--- src/common/lsu_pkg.sv ---
/*
 * shared types for the load/store path: opcode enum, size codes,
 * request, bus, load-response and writeback structs
 */
`default_nettype none

package lsu_pkg;

	// data and address width
	localparam int XLEN    = 64;
	localparam int STRB_W  = XLEN / 8;

	// widest tag any struct carries, top level uses the low bits
	localparam int TAG_MAX = 8;

	localparam logic [1:0] RESP_OKAY = 2'b00;

	// access size codes
	localparam logic [1:0] SIZE_B = 2'd0;
	localparam logic [1:0] SIZE_H = 2'd1;
	localparam logic [1:0] SIZE_W = 2'd2;
	localparam logic [1:0] SIZE_D = 2'd3;

	typedef enum logic [3:0] {
		OP_LB,
		OP_LH,
		OP_LW,
		OP_LD,
		OP_LBU,
		OP_LHU,
		OP_LWU,
		OP_SB,
		OP_SH,
		OP_SW,
		OP_SD,
		OP_FENCE,
		OP_FENCE_I
	} lsu_op_e;

	// decoded instruction from execute
	typedef struct packed {
		lsu_op_e              op;
		logic [TAG_MAX-1:0]   rd;
		logic [XLEN-1:0]      addr;
		logic [XLEN-1:0]      wdata;
	} lsu_req_t;

	// stage 1 to stage 2, data and strobe already on their byte lanes
	typedef struct packed {
		logic                 is_load;
		logic                 is_store;
		logic                 is_fence;
		logic [TAG_MAX-1:0]   rd;
		logic [XLEN-1:0]      addr;
		logic [XLEN-1:0]      wdata;
		logic [STRB_W-1:0]    wstrb;
		logic [1:0]           size;
		logic                 unsigned_ld;
	} lsu_bus_t;

	// stage 2 to stage 3
	typedef struct packed {
		logic                 valid;
		logic [TAG_MAX-1:0]   rd;
		logic [2:0]           offset;
		logic [1:0]           size;
		logic                 unsigned_ld;
		logic [XLEN-1:0]      rdata;
	} lsu_ld_t;

	typedef struct packed {
		logic                 valid;
		logic [TAG_MAX-1:0]   rd;
		logic [XLEN-1:0]      data;
	} lsu_wb_t;

endpackage

`default_nettype wire

--- src/lsu/lsu_load_align.sv ---
/*
 * stage 3: moves load data down from its byte lane, extends it
 * and registers the writeback pulse
 */
`timescale 1ns/1ps
`default_nettype none

module lsu_load_align import lsu_pkg::*; (
	input  wire                CLK,
	input  wire                reset,
	input  wire lsu_ld_t       ld_rsp,
	input  wire                flush,
	output lsu_wb_t            wb
);

	logic [XLEN-1:0] shifted;
	logic [XLEN-1:0] ext_data;

	assign shifted = ld_rsp.rdata >> {ld_rsp.offset, 3'b000};

	// stores and fences arrive with zero rdata and stay zero here
	always_comb begin
		case (ld_rsp.size)
			SIZE_B: begin
				if (ld_rsp.unsigned_ld)
					ext_data = {56'b0, shifted[7:0]};
				else
					ext_data = {{56{shifted[7]}}, shifted[7:0]};
			end
			SIZE_H: begin
				if (ld_rsp.unsigned_ld)
					ext_data = {48'b0, shifted[15:0]};
				else
					ext_data = {{48{shifted[15]}}, shifted[15:0]};
			end
			SIZE_W: begin
				if (ld_rsp.unsigned_ld)
					ext_data = {32'b0, shifted[31:0]};
				else
					ext_data = {{32{shifted[31]}}, shifted[31:0]};
			end
			default: ext_data = shifted;
		endcase
	end

	always_ff @(posedge CLK) begin
		if (reset) begin
			wb.valid <= 1'b0;
		end else begin
			// late flush still kills the result
			wb.valid <= ld_rsp.valid && !flush;
			if (ld_rsp.valid) begin
				wb.rd   <= ld_rsp.rd;
				wb.data <= ext_data;
			end
		end
	end

endmodule

`default_nettype wire

--- config.mk ---
export PLATFORM = sky130hd
export DESIGN_NAME = lsu_load_align
export DESIGN_NICKNAME = d
export VERILOG_FILES = /design/src/common/lsu_pkg.sv /design/src/lsu/lsu_load_align.sv
export SDC_FILE = /design/constraint.sdc
export NUM_CORES = 1
export LEC_CHECK = 0
export ABC_CLOCK_PERIOD_IN_PS = 3900
export BUFFER_PORTS_ARGS = -buffer_cell sky130_fd_sc_hd__buf_4
export CAP_MARGIN = 0
export CORE_UTILIZATION = 40
export DETAILED_ROUTE_END_ITERATION = 10
export HOLD_SLACK_MARGIN = 0.05
export PLACE_DENSITY = 0.69
export SLEW_MARGIN = 20
export SYNTH_ARGS = -nofsm -noshare
export SYNTH_HDL_FRONTEND = slang
export SYNTH_SLANG_ARGS = --single-unit
--- constraint.sdc ---
create_clock -name CLK -period 3.9 [get_ports CLK]
set_clock_uncertainty 0.15 [all_clocks]
set_input_delay 0.195 -clock CLK [delete_from_list [all_inputs] [get_ports CLK]]
set_output_delay 0.195 -clock CLK [all_outputs]
set_load 0.01 [all_outputs]
==> flow_summary.toml <==
[floorplan]
die_x_um = 109
die_height_um = 109
core.rowCount = 38
die-area_um2 = 11800
floorplan.io_pins = 155
fp.coreArea_um2 = 11000
starting_density_of_the_core_pct = 41.4

[job]
max_cap_violations = 0

[cells_and_area]
synthToLayoutAreaGrowth_pct = 34.2
num_antenna_cells = 0
layout_common_cells = "163 x sky130_fd_sc_hd__buf_4, 72 x sky130_fd_sc_hd__edfxtp_1, 43 x sky130_fd_sc_hd__nand2_1, 27 x sky130_fd_sc_hd__mux2_2, 26 x sky130_fd_sc_hd__nand4_1"
net_count_final = 578
largest_reg_flops = 73
stdcell_count = 641
ratio_of_cells_with_drive_above_1_in_the_final_layout_pct = 50.1
largest_registers = "wb (73)"
final_core_utilization_pct = 55.6
regMostFlops = "wb"
most_common_library_cell_in_the_layout_ignoring_fill_and_taps = "sky130_fd_sc_hd__buf_4"

[timing]
final_period_minus_worst_setup_slack_ns = 2.78
final_hold_viol_count = 0
setup_total_negative_slack_ns = 0
rsz0062_at_grt = "no"
tightestPinTransition_ns = 0.947
finalWorstSetupSlack_ns = 1.12
fin_crit_sh_pct = 71.4
clock.fmax_mhz = 359
final-setup-viol-count = 0
final_hold_slack_ns = 0.0599
count_of_pins_over_their_slew_limit = 0
slew_headroom_pct = 36.9

[critical_path]
critPathTopFamily = "buffers and inverters"
worst_setup_end_kind = "register"
timing.critical_path.cells = "buf_4 -> mux2_2 -> mux4_2 -> nand3b_2 -> buf_4 -> nand4_1"
crit_path_start_kind = "input pin"
worst-path-buf-inv = 2
critical_path.max_stage_delay_ns = 0.68
timing.critical_path.slowest_stage_cell = "sky130_fd_sc_hd__buf_4"
critPathMaxFanout = 70
critical_path_required_ns = 3.82
critical_path.most_common_cell = "sky130_fd_sc_hd__buf_4"
worst_ep_arrival_time_ns = 2.70
critPathKind = "in2reg"

[cts]
cts.root.buffer_cell = "sky130_fd_sc_hd__clkbuf_16"
clk_path_buf_depth = 2
tritoncts.num_buffers = 9
tritoncts = "yes"
postCtsSetupBuffers = 0
clk_pin_slew_worst_paths_ns = 0.06
clock_tree.htree_level_count = 3
cts_num_sinks = 73

[yosys]
synth.net_count = 435
ys_dominant_reg_cell = "sky130_fd_sc_hd__edfxtp_1"
ys_ff_latch = 73
synth_cells = 353
synth.area.top_cells = "sky130_fd_sc_hd__edfxtp_1 48%, sky130_fd_sc_hd__mux4_2 10%, sky130_fd_sc_hd__mux2_2 6.7%"
mean_syn_cell_area_um2 = 12.9
netlist.area_leader.share_pct = 47.5
warning_count_from_the_yosys_run = 0
synth_top_cell_by_area = "sky130_fd_sc_hd__edfxtp_1"
synth-edff-count = 72
asyncSetResetFlopFracSynth_pct = 0
yosysUniqueCellTypes = 34
sequential_to_total_area_share_from_yosys_stat_pct = 48.0
netlist_area_um2 = 4550

[routing]
drc = 0
route.detailed.wl_per_inst_um = 20.5
first_iter_violations = 363
finalWirelength_mm = 13.2
per_cell_via_count_in_the_routed_design = 5.80
vias = 3716
drtAntennaViolNets = 0
total_iterations_of_the_first_detailed_routing_run = 5

[grt]
globalRouteTotalUtil_pct = 22.6
grt_max_degree = 74
grt_pass1_wl_mm = 19.5
remaining_overflow_grt = 0
antenna_found_initial = 0
grt_pass1_vias = 3547

[power_and_ir_drop]
combinational_group_share_of_total_power_pct = 21.3
clockPowerShare_pct = 36.8
leakagePower_nw = 2.51
cellInternalPower_mw = 1.73
p_sw_share_pct = 25.3
powerDensity_nw_per_um2 = 379
power.switching_mw = 0.586
share_seq_of_total_power_pct = 41.9
vdd_drop_max_uv = 195

[placement]
port_buffers = 154
numPlacedInstances = 616
place_worst_setup_slack_ns = 0.767
dp_hpwl_mm = 9.27
gpl.final_weighted_congestion = 0.896

[min_path]
hp-class = "in2reg"

[outcome]
outcome = "finished clean"
-- path summary, 6_finish.rpt --
path | startpoint | to | slack (ns) | depth (start not counted)
setup / recovery | ld_rsp[67] | wb[55] | 1.12 | 6
hold / removal | ld_rsp[58] | wb[58] | 0.06 | 3
-- power groups by stage --
stage,clock [mW],sequential [mW],combinational (mW)
2_1_floorplan,0,1.01,0.230
3_3_place_gp,0,0.986,0.474
3_5_place_dp,0,0.985,0.481
4_1_cts,0.856,0.970,0.491
5_1_grt,0.885,0.973,0.526
6_report,0.850,0.968,0.493
-- synthesized netlist by cell type, drive strengths merged, types with 8 or more instances --
library cell and n:
buf 26, mux2 30, clkbuf 14, nand2 43, nand3 17, mux2i 21, mux4 21, o21ai 12
nor2b 15, edfxtp 72, nand4 34, a32oi 8
-- final cells by class --
class	count	area (µm²)
Clock inverter	5	53.8
Fill cell	943	4880
Timing Repair Buffer	172	1310
Multi-Input combinational cell	240	2130
Tap cell	140	175
Clock buffer	11	253
Sequential cell	73	2180
-- per-stage QoR --
| stage | total power, mW | cell area, µm² |
|---|---|---|
| floorplan | 1.24 | 4550 |
| global placement | 1.46 | 5710 |
| detailed placement | 1.47 | 5710 |
| CTS | 2.32 | 6110 |
| global route | 2.38 | 6110 |
| finish | 2.31 | 6110 |
-- cell families after synthesis --
logic type	after synthesis	share of synthesized area [%]
compound gates	46	7.48
buf+inv	40	5.42
flops	73	48.0
mux	72	22.7
simple gates	122	16.4
-- layer usage --
metal  GRT usage, %  wire [µm]  up-vias
li1               -          -     1681
met1           31.2       5560     1797
met2           35.2       6250      210
met3           3.71       1050       28
met4           9.17        309        0
met5              0          0        -
-- what timing repair did --
action	in CTS	in global routing
hold buffers	9	0
endpoints found under the hold margin	9	0
resized for setup	0	0
Power figures use the tool's default switching activity.
