File: src/common/lsu_pkg.sv
/*
 * shared types for the load/store path: opcode enum, size codes,
 * request, bus, load-response and writeback structs
 */
`default_nettype none

package lsu_pkg;

	// data and address width
	localparam int XLEN    = 64;
	localparam int STRB_W  = XLEN / 8;

	// widest tag any struct carries, top level uses the low bits
	localparam int TAG_MAX = 8;

	localparam logic [1:0] RESP_OKAY = 2'b00;

	// access size codes
	localparam logic [1:0] SIZE_B = 2'd0;
	localparam logic [1:0] SIZE_H = 2'd1;
	localparam logic [1:0] SIZE_W = 2'd2;
	localparam logic [1:0] SIZE_D = 2'd3;

	typedef enum logic [3:0] {
		OP_LB,
		OP_LH,
		OP_LW,
		OP_LD,
		OP_LBU,
		OP_LHU,
		OP_LWU,
		OP_SB,
		OP_SH,
		OP_SW,
		OP_SD,
		OP_FENCE,
		OP_FENCE_I
	} lsu_op_e;

	// decoded instruction from execute
	typedef struct packed {
		lsu_op_e              op;
		logic [TAG_MAX-1:0]   rd;
		logic [XLEN-1:0]      addr;
		logic [XLEN-1:0]      wdata;
	} lsu_req_t;

	// stage 1 to stage 2, data and strobe already on their byte lanes
	typedef struct packed {
		logic                 is_load;
		logic                 is_store;
		logic                 is_fence;
		logic [TAG_MAX-1:0]   rd;
		logic [XLEN-1:0]      addr;
		logic [XLEN-1:0]      wdata;
		logic [STRB_W-1:0]    wstrb;
		logic [1:0]           size;
		logic                 unsigned_ld;
	} lsu_bus_t;

	// stage 2 to stage 3
	typedef struct packed {
		logic                 valid;
		logic [TAG_MAX-1:0]   rd;
		logic [2:0]           offset;
		logic [1:0]           size;
		logic                 unsigned_ld;
		logic [XLEN-1:0]      rdata;
	} lsu_ld_t;

	typedef struct packed {
		logic                 valid;
		logic [TAG_MAX-1:0]   rd;
		logic [XLEN-1:0]      data;
	} lsu_wb_t;

endpackage

`default_nettype wire

File: src/lsu/lsu_issue.sv
/*
 * stage 1: accepts an instruction, decodes the opcode and builds
 * lane-shifted store data and byte strobes for the bus stage
 */
`timescale 1ns/1ps
`default_nettype none

module lsu_issue import lsu_pkg::*; (
	input  wire                CLK,
	input  wire                reset,
	input  wire                exe_valid,
	input  wire lsu_req_t      exe_param,
	input  wire                flush,
	input  wire                busy,
	output logic               exe_ready,
	output lsu_bus_t           bus_req,
	output logic               bus_req_valid
);

	logic              accept;
	logic              is_load;
	logic              is_store;
	logic              is_fence;
	logic              unsigned_ld;
	logic [1:0]        size;
	logic [STRB_W-1:0] base_strb;
	logic [2:0]        align_mask;

	assign accept = exe_valid && exe_ready;

	always_comb begin
		is_load     = exe_param.op inside {OP_LB, OP_LH, OP_LW, OP_LD,
			OP_LBU, OP_LHU, OP_LWU};
		is_store    = exe_param.op inside {OP_SB, OP_SH, OP_SW, OP_SD};
		is_fence    = !is_load && !is_store;
		unsigned_ld = exe_param.op inside {OP_LBU, OP_LHU, OP_LWU};
		case (exe_param.op)
			OP_LB, OP_LBU, OP_SB: size = SIZE_B;
			OP_LH, OP_LHU, OP_SH: size = SIZE_H;
			OP_LW, OP_LWU, OP_SW: size = SIZE_W;
			default:              size = SIZE_D;
		endcase
	end

	// strobe for the access size, before lane shift
	always_comb begin
		case (size)
			SIZE_B:  base_strb = 8'h01;
			SIZE_H:  base_strb = 8'h03;
			SIZE_W:  base_strb = 8'h0f;
			default: base_strb = 8'hff;
		endcase
	end

	assign align_mask = 3'((4'd1 << size) - 4'd1);

	// payload, only meaningful with bus_req_valid
	always_ff @(posedge CLK) begin
		if (accept) begin
			bus_req.is_load     <= is_load;
			bus_req.is_store    <= is_store;
			bus_req.is_fence    <= is_fence;
			bus_req.rd          <= exe_param.rd;
			bus_req.addr        <= exe_param.addr;
			bus_req.wdata       <= exe_param.wdata << {exe_param.addr[2:0], 3'b000};
			bus_req.wstrb       <= is_store ? (base_strb << exe_param.addr[2:0]) : '0;
			bus_req.size        <= size;
			bus_req.unsigned_ld <= unsigned_ld;
		end
	end

	// a flush on the accept edge drops the instruction before the bus
	always_ff @(posedge CLK) begin
		if (reset) begin
			bus_req_valid <= 1'b0;
			exe_ready     <= 1'b0;
		end else begin
			bus_req_valid <= accept && !flush;
			exe_ready     <= !busy && !bus_req_valid && !accept;
		end
	end

	a_aligned: assert property (@(posedge CLK) disable iff (reset)
		(accept && !is_fence) |-> ((exe_param.addr[2:0] & align_mask) == 3'b000))
		else $error("misaligned access at %h", exe_param.addr);

endmodule

`default_nettype wire

File: config.mk
export PLATFORM = sky130hd
export DESIGN_NAME = lsu_issue
export DESIGN_NICKNAME = d
export VERILOG_FILES = /design/src/common/lsu_pkg.sv /design/src/lsu/lsu_issue.sv
export SDC_FILE = /design/constraint.sdc
export NUM_CORES = 1
export LEC_CHECK = 0
export ABC_CLOCK_PERIOD_IN_PS = 5900
export BUFFER_PORTS_ARGS = -buffer_cell sky130_fd_sc_hd__buf_2
export CAP_MARGIN = 40
export CORE_MARGIN = 4
export CORE_UTILIZATION = 43
export CTS_CLUSTER_DIAMETER = 60
export CTS_CLUSTER_SIZE = 14
export DETAILED_ROUTE_END_ITERATION = 12
export GPL_TIMING_DRIVEN = 0
export PLACE_DENSITY = 0.77
export SETUP_SLACK_MARGIN = 0.02
export SYNTH_ARGS = -nofsm -noshare
export SYNTH_HDL_FRONTEND = slang
export SYNTH_SLANG_ARGS = --single-unit
File: constraint.sdc
create_clock -name CLK -period 5.9 [get_ports CLK]
set_clock_uncertainty 0.2 [all_clocks]
set_input_delay 1.77 -clock CLK [delete_from_list [all_inputs] [get_ports CLK]]
set_output_delay 1.77 -clock CLK [all_outputs]
set_load 0.02 [all_outputs]
==> impl_metrics.yaml <==
run_status:
  status: "finished clean"
die:
  die_x_um: 132
  ios: 297
  num_rows: 45
  die_area_mm2: 0.0175
  start_util: 0.438
  die_y_um: 132
  core-area_mm2: 0.0152
detailed_routing:
  wirelength_mm: 21.1
  drt_iter0_markers: 512
  vias_per_cell: 5.37
  drt_pass1_iterations: 5
  antenna_left: 0
  vias: 5306
  wl_per_cell_um: 21.3
  post-route-drc-count: 0
clocking:
  htreeDepth: 4
  cts_max_path_buffers: 2
  cts_resized: 0
  cts_sinks: 152
  cts_hold_buffers: 0
  clk_latency_ps: 420
  path_clk_slew_ps: 70
  cts_tree: "built"
  cts_made_buffers: 17
  post_cts_buffers: 0
  root_buffer: "clkbuf_16"
placed_design:
  dpl_cell_area_mm2: 0.00842
  hpwl_mm: 16.0
  port_buffers: 295
  place_ws_ps: 2350
  place.gp.congestion: 0.902
layout:
  final_util: 0.593
  nets: 928
  fillerInstances: 1261
  area_growth_syn_to_layout_pct: 35.4
  layout-drive-gt1-share: 0.489
  fin_area_mm2: 0.00902
pwr:
  power.switching_w: 0.000675
  switching_share: 0.257
  irDropWorstVdd_mv: 0.193
  seqPwrFrac: 0.470
  internal_power_w: 0.00195
  p_per_area_mw_per_mm2: 291
  p_comb_frac: 0.122
  leakage_nw: 3.86
  p_total_w: 0.00262
  pwr-share-clk: 0.408
logic_synthesis:
  yosysSeqAreaShare: 0.682
  synth_warnings: 0
  ys_seq_elements: 152
  ys.flop_type: "edfxtp_1"
  ys_async_sr_fraction: 0
  syn_area_mm2: 0.00666
  avgSynthCellArea_um2: 14.3
  netlist.area_leader.share: 0.676
  synth.distinct_cells: 48
  yosys.area.top_type: "edfxtp_1"
  syn_nets: 612
  syn_inst: 467
  yosys-top-cells-area: "edfxtp_1 (68%), mux2i_1 (7.4%), mux2_2 (3.4%)"
  synth_edf_count: 150
worst_setup_path:
  slowest_stage: "nor2_2"
  ff2ff_setup_slack_ps: 4060
  startpoint_type: "input pin"
  crit_chain: "buf_2, buf_2, buf_6, nor2_2, buf_2, nand3_1, o21ai_0"
  cp.arrival_ps: 3150
  path_class: "input pin to flip-flop"
  required_ps: 5930
  worst_path_largest_cell_delay_ps: 350
  cpMostUsedCell: "buf_2"
  cp_max_fo: 10
  endpoint_kind: "flip-flop"
timing:
  worst_pin_slew_ps: 723
  tns_ps: 0
  setup_slack_ps: 2770
  drv_slew: 0
  max_slew_margin: 0.518
  fmaxAchievable_ghz: 0.320
  period_needed_ps: 3130
  period_share: 0.530
  rsz0062_at_grt: "false"
  setup_viol: 0
  hold_viol_final: 0
run:
  drv_cap: 0
grt:
  antenna_found_initial: 5
  overflow: 0
  grt_pass1_wl_mm: 30.7
  grt_max_degree: 62
  grt_pass1_vias: 5185
  grtUsageTotal: 0.234
hold_path:
  worstHoldPathType: "flip-flop to flip-flop"
-- layout by cell type, fill, tap and decap left out, drive strengths merged, types with 7 or more instances in the layout --
cell / instances
edfxtp: 150
clkbuf: 27
mux2: 20
nand3: 10
a21oi: 22
and3: 8
o21ai: 36
mux2i: 49
nor2: 41
inv: 12
buf: 322
o2bb2ai: 7
and2: 10
nand2: 35
-- flip-flops by register name, summed over array words and instances (netlist names) --
name / count
bus_req: 150
bus_req_valid: 1
exe_ready: 1
-- critical path, delay by kind of cell --
family / cells / cell delay [ps]
compound gates: 1 / 150
simple gates: 2 / 450
buf+inv: 4 / 780
-- synthesized netlist by cell type (2+ instances only) --
| library cell | count |
|---|---|
| a21oi_1 | 21 |
| a31o_1 | 3 |
| a31o_2 | 2 |
| and2_1 | 10 |
| and3_1 | 8 |
| buf_2 | 13 |
| buf_4 | 6 |
| buf_6 | 5 |
| clkbuf_1 | 9 |
| dfxtp_1 | 2 |
| edfxtp_1 | 150 |
| inv_1 | 5 |
| mux2_2 | 20 |
| mux2i_1 | 49 |
| nand2_1 | 35 |
| nand2b_1 | 3 |
| nand3_1 | 10 |
| nor2_1 | 37 |
| nor2_2 | 2 |
| nor2b_1 | 3 |
| nor3_1 | 4 |
| o21ai_0 | 26 |
| o21ai_1 | 9 |
| o22ai_1 | 5 |
| o2bb2ai_1 | 7 |
-- per-layer routing --
layer | up-vias | GRT usage | part of all wire
li1 | 2397 | - | -
met1 | 2508 | 0.286 | 0.37
met2 | 350 | 0.385 | 0.49
met3 | 51 | 0.0681 | 0.098
met4 | 0 | 0.110 | 0.034
met5 | - | 0 | 0
-- power groups by stage --
stage | combinational, W | clock (W) | sequential, W
6_report | 0.000319 | 0.00107 | 0.00123
3_3_place_gp | 0.000310 | 0 | 0.00126
2_1_floorplan | 0.000143 | 0 | 0.00130
3_5_place_dp | 0.000315 | 0 | 0.00126
5_1_grt | 0.000343 | 0.00113 | 0.00124
4_1_cts | 0.000317 | 0.00108 | 0.00123
-- metrics by stage --
step	std cells	hold WS [ps]
detailed placement	952	238
floorplan	467	348
finish	989	250
global placement	950	225
CTS	984	247
global route	989	274
-- cell families (layout without fill, tap and decap cells) --
group | count (synthesis) | count (layout) | share of synthesized area
buffers and inverters | 39 | 368 | 0.0334
XOR/XNOR | 1 | 1 | 0.00132
flip-flops | 152 | 152 | 0.682
AO/OA/AOI/OAI | 87 | 87 | 0.0879
other | 0 | 5 | 0
AND/OR/NAND/NOR | 119 | 119 | 0.0874
multiplexers | 69 | 69 | 0.107
-- path summary, 6_finish.rpt --
path	startpoint	to	cells past startpoint
worst min register to register	bus_req_valid	exe_ready	1
worst max-delay path	exe_param[65]	bus_req[46]	7
worst min-delay path	bus_req_valid	exe_ready	1
worst max register to register	exe_ready	bus_req[142]	2
-- cell type report --
type | count | area, µm² | area share
repair buffers | 297 | 1520 | 0.169
clock buffers | 18 | 429 | 0.0476
inverters | 5 | 18.8 | 0.00208
diodes | 5 | 12.5 | 0.00139
well taps | 188 | 235 | 0.0261
multi-input cells | 276 | 1890 | 0.210
flip-flops and latches | 152 | 4540 | 0.504
clock inverters | 14 | 155 | 0.0172
plain buffers | 34 | 204 | 0.0226
(Power assumes the default switching activity.)
