$ cat src/common/lsu_pkg.sv
/*
 * shared types for the load/store path: opcode enum, size codes,
 * request, bus, load-response and writeback structs
 */
`default_nettype none

package lsu_pkg;

	// data and address width
	localparam int XLEN    = 64;
	localparam int STRB_W  = XLEN / 8;

	// widest tag any struct carries, top level uses the low bits
	localparam int TAG_MAX = 8;

	localparam logic [1:0] RESP_OKAY = 2'b00;

	// access size codes
	localparam logic [1:0] SIZE_B = 2'd0;
	localparam logic [1:0] SIZE_H = 2'd1;
	localparam logic [1:0] SIZE_W = 2'd2;
	localparam logic [1:0] SIZE_D = 2'd3;

	typedef enum logic [3:0] {
		OP_LB,
		OP_LH,
		OP_LW,
		OP_LD,
		OP_LBU,
		OP_LHU,
		OP_LWU,
		OP_SB,
		OP_SH,
		OP_SW,
		OP_SD,
		OP_FENCE,
		OP_FENCE_I
	} lsu_op_e;

	// decoded instruction from execute
	typedef struct packed {
		lsu_op_e              op;
		logic [TAG_MAX-1:0]   rd;
		logic [XLEN-1:0]      addr;
		logic [XLEN-1:0]      wdata;
	} lsu_req_t;

	// stage 1 to stage 2, data and strobe already on their byte lanes
	typedef struct packed {
		logic                 is_load;
		logic                 is_store;
		logic                 is_fence;
		logic [TAG_MAX-1:0]   rd;
		logic [XLEN-1:0]      addr;
		logic [XLEN-1:0]      wdata;
		logic [STRB_W-1:0]    wstrb;
		logic [1:0]           size;
		logic                 unsigned_ld;
	} lsu_bus_t;

	// stage 2 to stage 3
	typedef struct packed {
		logic                 valid;
		logic [TAG_MAX-1:0]   rd;
		logic [2:0]           offset;
		logic [1:0]           size;
		logic                 unsigned_ld;
		logic [XLEN-1:0]      rdata;
	} lsu_ld_t;

	typedef struct packed {
		logic                 valid;
		logic [TAG_MAX-1:0]   rd;
		logic [XLEN-1:0]      data;
	} lsu_wb_t;

endpackage

`default_nettype wire

$ cat src/lsu/lsu_axi_master.sv
/*
 * stage 2: AXI4-Lite master, one transaction at a time, plus the
 * flush cancel flag and the load response towards stage 3
 */
`timescale 1ns/1ps
`default_nettype none

module lsu_axi_master import lsu_pkg::*; (
	input  wire                CLK,
	input  wire                reset,
	input  wire lsu_bus_t      bus_req,
	input  wire                bus_req_valid,
	input  wire                flush,

	output logic [XLEN-1:0]    awaddr,
	output logic               awvalid,
	input  wire                awready,

	output logic [XLEN-1:0]    wdata,
	output logic [STRB_W-1:0]  wstrb,
	output logic               wvalid,
	input  wire                wready,

	input  wire                bvalid,
	input  wire [1:0]          bresp,
	output logic               bready,

	output logic [XLEN-1:0]    araddr,
	output logic               arvalid,
	input  wire                arready,

	input  wire                rvalid,
	input  wire [XLEN-1:0]     rdata,
	input  wire [1:0]          rresp,
	output logic               rready,

	output logic               busy,
	output lsu_ld_t            ld_rsp
);

	typedef enum logic [2:0] {
		IDLE,
		WR_REQ,
		WR_RESP,
		RD_REQ,
		RD_RESP
	} state_e;

	state_e   state;
	lsu_bus_t req_q;
	logic     cancel;
	logic     aw_done;
	logic     w_done;

	// held for the whole transaction
	always_ff @(posedge CLK) begin
		if (bus_req_valid && state == IDLE)
			req_q <= bus_req;
	end

	assign awaddr = req_q.addr;
	assign araddr = req_q.addr;
	assign wdata  = req_q.wdata;
	assign wstrb  = req_q.wstrb;

	// responses are taken as soon as they show up
	assign bready = 1'b1;
	assign rready = 1'b1;

	assign busy = (state != IDLE);

	// each write channel may finish on its own edge
	assign aw_done = !awvalid || awready;
	assign w_done  = !wvalid || wready;

	always_ff @(posedge CLK) begin
		if (reset) begin
			state        <= IDLE;
			awvalid      <= 1'b0;
			wvalid       <= 1'b0;
			arvalid      <= 1'b0;
			cancel       <= 1'b0;
			ld_rsp.valid <= 1'b0;
		end else begin
			ld_rsp.valid <= 1'b0;
			if (state != IDLE && flush)
				cancel <= 1'b1;

			case (state)
				IDLE: begin
					if (bus_req_valid) begin
						cancel             <= flush;
						ld_rsp.rd          <= bus_req.rd;
						ld_rsp.offset      <= bus_req.addr[2:0];
						ld_rsp.size        <= bus_req.size;
						ld_rsp.unsigned_ld <= bus_req.unsigned_ld;
						if (bus_req.is_fence) begin
							// fences retire here, no bus traffic
							ld_rsp.valid <= !flush;
							ld_rsp.rdata <= '0;
						end else if (bus_req.is_store) begin
							awvalid <= 1'b1;
							wvalid  <= 1'b1;
							state   <= WR_REQ;
						end else begin
							arvalid <= 1'b1;
							state   <= RD_REQ;
						end
					end
				end

				WR_REQ: begin
					if (awvalid && awready)
						awvalid <= 1'b0;
					if (wvalid && wready)
						wvalid <= 1'b0;
					if (aw_done && w_done)
						state <= WR_RESP;
				end

				WR_RESP: begin
					if (bvalid && bready) begin
						// stores retire with zero data
						ld_rsp.valid <= !cancel && !flush;
						ld_rsp.rdata <= '0;
						cancel       <= 1'b0;
						state        <= IDLE;
					end
				end

				RD_REQ: begin
					if (arvalid && arready) begin
						arvalid <= 1'b0;
						state   <= RD_RESP;
					end
				end

				RD_RESP: begin
					if (rvalid && rready) begin
						ld_rsp.valid <= !cancel && !flush;
						ld_rsp.rdata <= rdata;
						cancel       <= 1'b0;
						state        <= IDLE;
					end
				end

				default: state <= IDLE;
			endcase
		end
	end

	a_aw_hold: assert property (@(posedge CLK) disable iff (reset)
		(awvalid && !awready) |=> awvalid)
		else $error("awvalid dropped before handshake");

	a_w_hold: assert property (@(posedge CLK) disable iff (reset)
		(wvalid && !wready) |=> wvalid)
		else $error("wvalid dropped before handshake");

	a_ar_hold: assert property (@(posedge CLK) disable iff (reset)
		(arvalid && !arready) |=> arvalid)
		else $error("arvalid dropped before handshake");

	// no overlap between a read and a write anywhere on the bus
	a_no_mix: assert property (@(posedge CLK) disable iff (reset)
		!((arvalid || rvalid) && (awvalid || wvalid || bvalid)))
		else $error("read and write pending together");

	a_resp_okay: assert property (@(posedge CLK) disable iff (reset)
		(!bvalid || bresp == RESP_OKAY) && (!rvalid || rresp == RESP_OKAY))
		else $error("non-OKAY response from scratchpad");

endmodule

`default_nettype wire

$ cat config.mk
export PLATFORM = sky130hd
export DESIGN_NAME = lsu_axi_master
export DESIGN_NICKNAME = d
export VERILOG_FILES = /design/src/common/lsu_pkg.sv /design/src/lsu/lsu_axi_master.sv
export SDC_FILE = /design/constraint.sdc
export NUM_CORES = 1
export LEC_CHECK = 0
export ABC_CLOCK_PERIOD_IN_PS = 12800
export BUFFER_PORTS_ARGS = -buffer_cell sky130_fd_sc_hd__buf_2
export CAP_MARGIN = 20
export CORE_ASPECT_RATIO = 0.6
export CORE_MARGIN = 5
export CORE_UTILIZATION = 25
export DETAILED_ROUTE_END_ITERATION = 6
export PLACE_DENSITY_LB_ADDON = 0.08
export SYNTH_ARGS = -nofsm -noshare
export SYNTH_HDL_FRONTEND = slang
export SYNTH_SLANG_ARGS = --single-unit
$ cat constraint.sdc
create_clock -name CLK -period 12.8 [get_ports CLK]
set_input_delay 0 -clock CLK [delete_from_list [all_inputs] [get_ports CLK]]
set_output_delay 0 -clock CLK [all_outputs]
set_load 0.005 [all_outputs]
==> flow_summary.ini <==
[setup_path]
crit_top_cell = buf_4
required_ns = 12.94
cp-start-kind = register
path_class = register to register
critPathMaxStageDelay_ns = 0.81
cp_max_fo = 75
worstPathArrival_ns = 3.55
cp_cell_sequence = or3_1 -> nor2_4 -> buf_4 -> buf_4
crit_slowest_cell = buf_4
crit_path_end_kind = register

[timing]
setup_viol = 0
relSlewSlack = 0.320
max_freq_ghz = 0.293
rsz0062_at_grt = false
final_max_slew_viol_count = 0
skew_ns = 0.0104
hold_viol = 0
min_period_ns = 3.41
setup-tns-final_ns = 0
period_share = 0.267
worstMarginPinSlew_ns = 1.02
worst_hold_slack_ns = 0.0279

[synth]
synth.distinct_cells = 34
yosysWarnings = 0
synth_seq_cells = 222
synth_area_mm2 = 0.00788
yosysSeqAreaShare = 0.836
synth_top_area_frac = 0.815
synthCells = 411
ys.flop_type = edfxtp_1
synth_top_cell_by_area = edfxtp_1
synth-edff-count = 214
synth.area.top_cells = edfxtp_1 (82%), buf_4 (6.4%), and2_1 (5.1%), dfxtp_1 (2.0%), a21oi_1 (0.51%)
synth_area_per_cell_um2 = 19.2
async_flop_share = 0

[placed_design]
dp_hpwl_mm = 19.1
placed_area_mm2 = 0.0104
gp_congestion = 0.752
portBuffers = 504

[grt]
grtUsageTotal = 0.138
antenna_found_initial = 1
grt_pass1_vias = 6313
globalRouteOverflowTotal = 0
grt_pass1_wl_mm = 37.8
grt_max_degree = 76

[final_layout]
layout_commonest_cell = buf_2
layout-drive-gt1-share = 0.495
fin_area_mm2 = 0.0134
layout_common_cells = buf_2 (504), dlygate4sd3_1 (224), edfxtp_1 (214)
syn_to_final_growth_pct = 70.2
fin_util = 0.431
fin_nets = 1322

[flow_run]
maxCapViolCount = 0

[clocking]
root_buffer = clkbuf_16
htreeDepth = 1
cts_sinks = 222
cts_resized = 0
clock_latency_ns = 0.52
post_cts_buffers = 0
clkTransAtPathRegs_ns = 0.06
cts_tree = built
clockBufferDepth = 3
cts_buffers = 24

[drt]
drt_wl_total_mm = 26.2
wl_per_cell_um = 17.1
dr.first_iter.drc_count = 280
drc = 0
firstDrtPassIters = 4
vias = 5894
final_antenna_net_count = 0
viasPerCell = 3.85

[die]
die_y_um = 148
die_w_um = 239
initial_core_util = 0.253
io_pins = 512
rows = 50
die_area_mm2 = 0.0353
core_mm2 = 0.0312

[min_path]
min_path_type = input port to register

[power_and_ir_drop]
vdd_ir_drop_max_mv = 0.0795
power_w = 0.00233
p_leak_nw = 5.76
p_per_area_mw_per_mm2 = 174

[outcome]
outcome = completed
[Yosys cell counts, types with 2 or more instances]
cell type	n
nand3b_1	4
nor2b_1	2
nand2_1	4
clkbuf_1	7
edfxtp_1	214
inv_1	5
buf_4	67
dfxtp_1	8
a21oi_1	8
nor3b_2	2
nor3_1	4
and2_1	64
[power by group]
| group | total [W] | internal, W | switching (W) |
|---|---|---|---|
| clock network | 0.000651 | 0.000371 | 0.000280 |
| logic | 0.000561 | 0.000244 | 0.000317 |
| registers | 0.00112 | 0.00105 | 0.0000643 |
[registers in the layout, summed over array words and instances, names as in the netlist]
register	cells
ld_rsp	79
araddr	64
wdata	64
wstrb	8
state	3
arvalid	1
awvalid	1
cancel	1
wvalid	1
[per-stage QoR]
stage | setup WS [ns] | cells
floorplan | 7.13 | 412
global placement | 9.32 | 1260
detailed placement | 9.34 | 1260
CTS | 9.33 | 1528
global route | 9.14 | 1530
finish | 9.39 | 1530
[kinds of logic (layout without fill, tap and decap cells)]
logic type             Yosys count  count (layout)  synth area share
AO/OA/AOI/OAI                   19              19            0.0195
buffers and inverters           81             782            0.0716
flip-flops                     222             222             0.836
other                            1               3          0.000476
AND/OR/NAND/NOR                 88              88            0.0727
[worst max-delay path, delay by kind of cell (launching register included)]
kind          cells  cell delay (ns)
buf+inv           2             1.50
flops             1             0.39
simple gates      2             1.02
[metal layers]
layer / vias to the layer above / track usage / share of wire
met5: - / 0 / 0
met4: 0 / 0.0356 / 0.026
met3: 39 / 0.0503 / 0.089
met2: 229 / 0.248 / 0.51
met1: 2810 / 0.156 / 0.37
li1: 2816 / - / -
[worst paths after layout]
| kind | startpoint | cells past startpoint | endpoint | slack (ns) |
|---|---|---|---|---|
| setup reg to reg | state[2]$_SDFFE_PP0P_ | 4 | wdata[23]$_DFFE_PP_ | 9.39 |
| setup / recovery | state[2]$_SDFFE_PP0P_ | 4 | wdata[23]$_DFFE_PP_ | 9.39 |
| hold / removal | bus_req_valid | 3 | ld_rsp[64]$_DFFE_PP_ | 0.03 |
| hold reg to reg | arvalid$_SDFFE_PP0P_ | 1 | arvalid$_SDFFE_PP0P_ | 0.59 |
[what timing repair did]
action / in CTS / in global routing
hold endpoints to repair: 222 / 0
hold buffers: 224 / 0
endpoints found under the setup margin: 0 / 0
[cell type report]
cell class,count,area (um^2)
Timing Repair Buffer,733,4810
Clock inverter,9,48.8
Multi-Input combinational cell,109,751
Inverter,5,18.8
Fill cell,2959,17700
Clock buffer,35,683
Sequential cell,222,6590
Tap cell,416,520
Antenna cell,1,2.50
(Power assumes the default switching activity.)
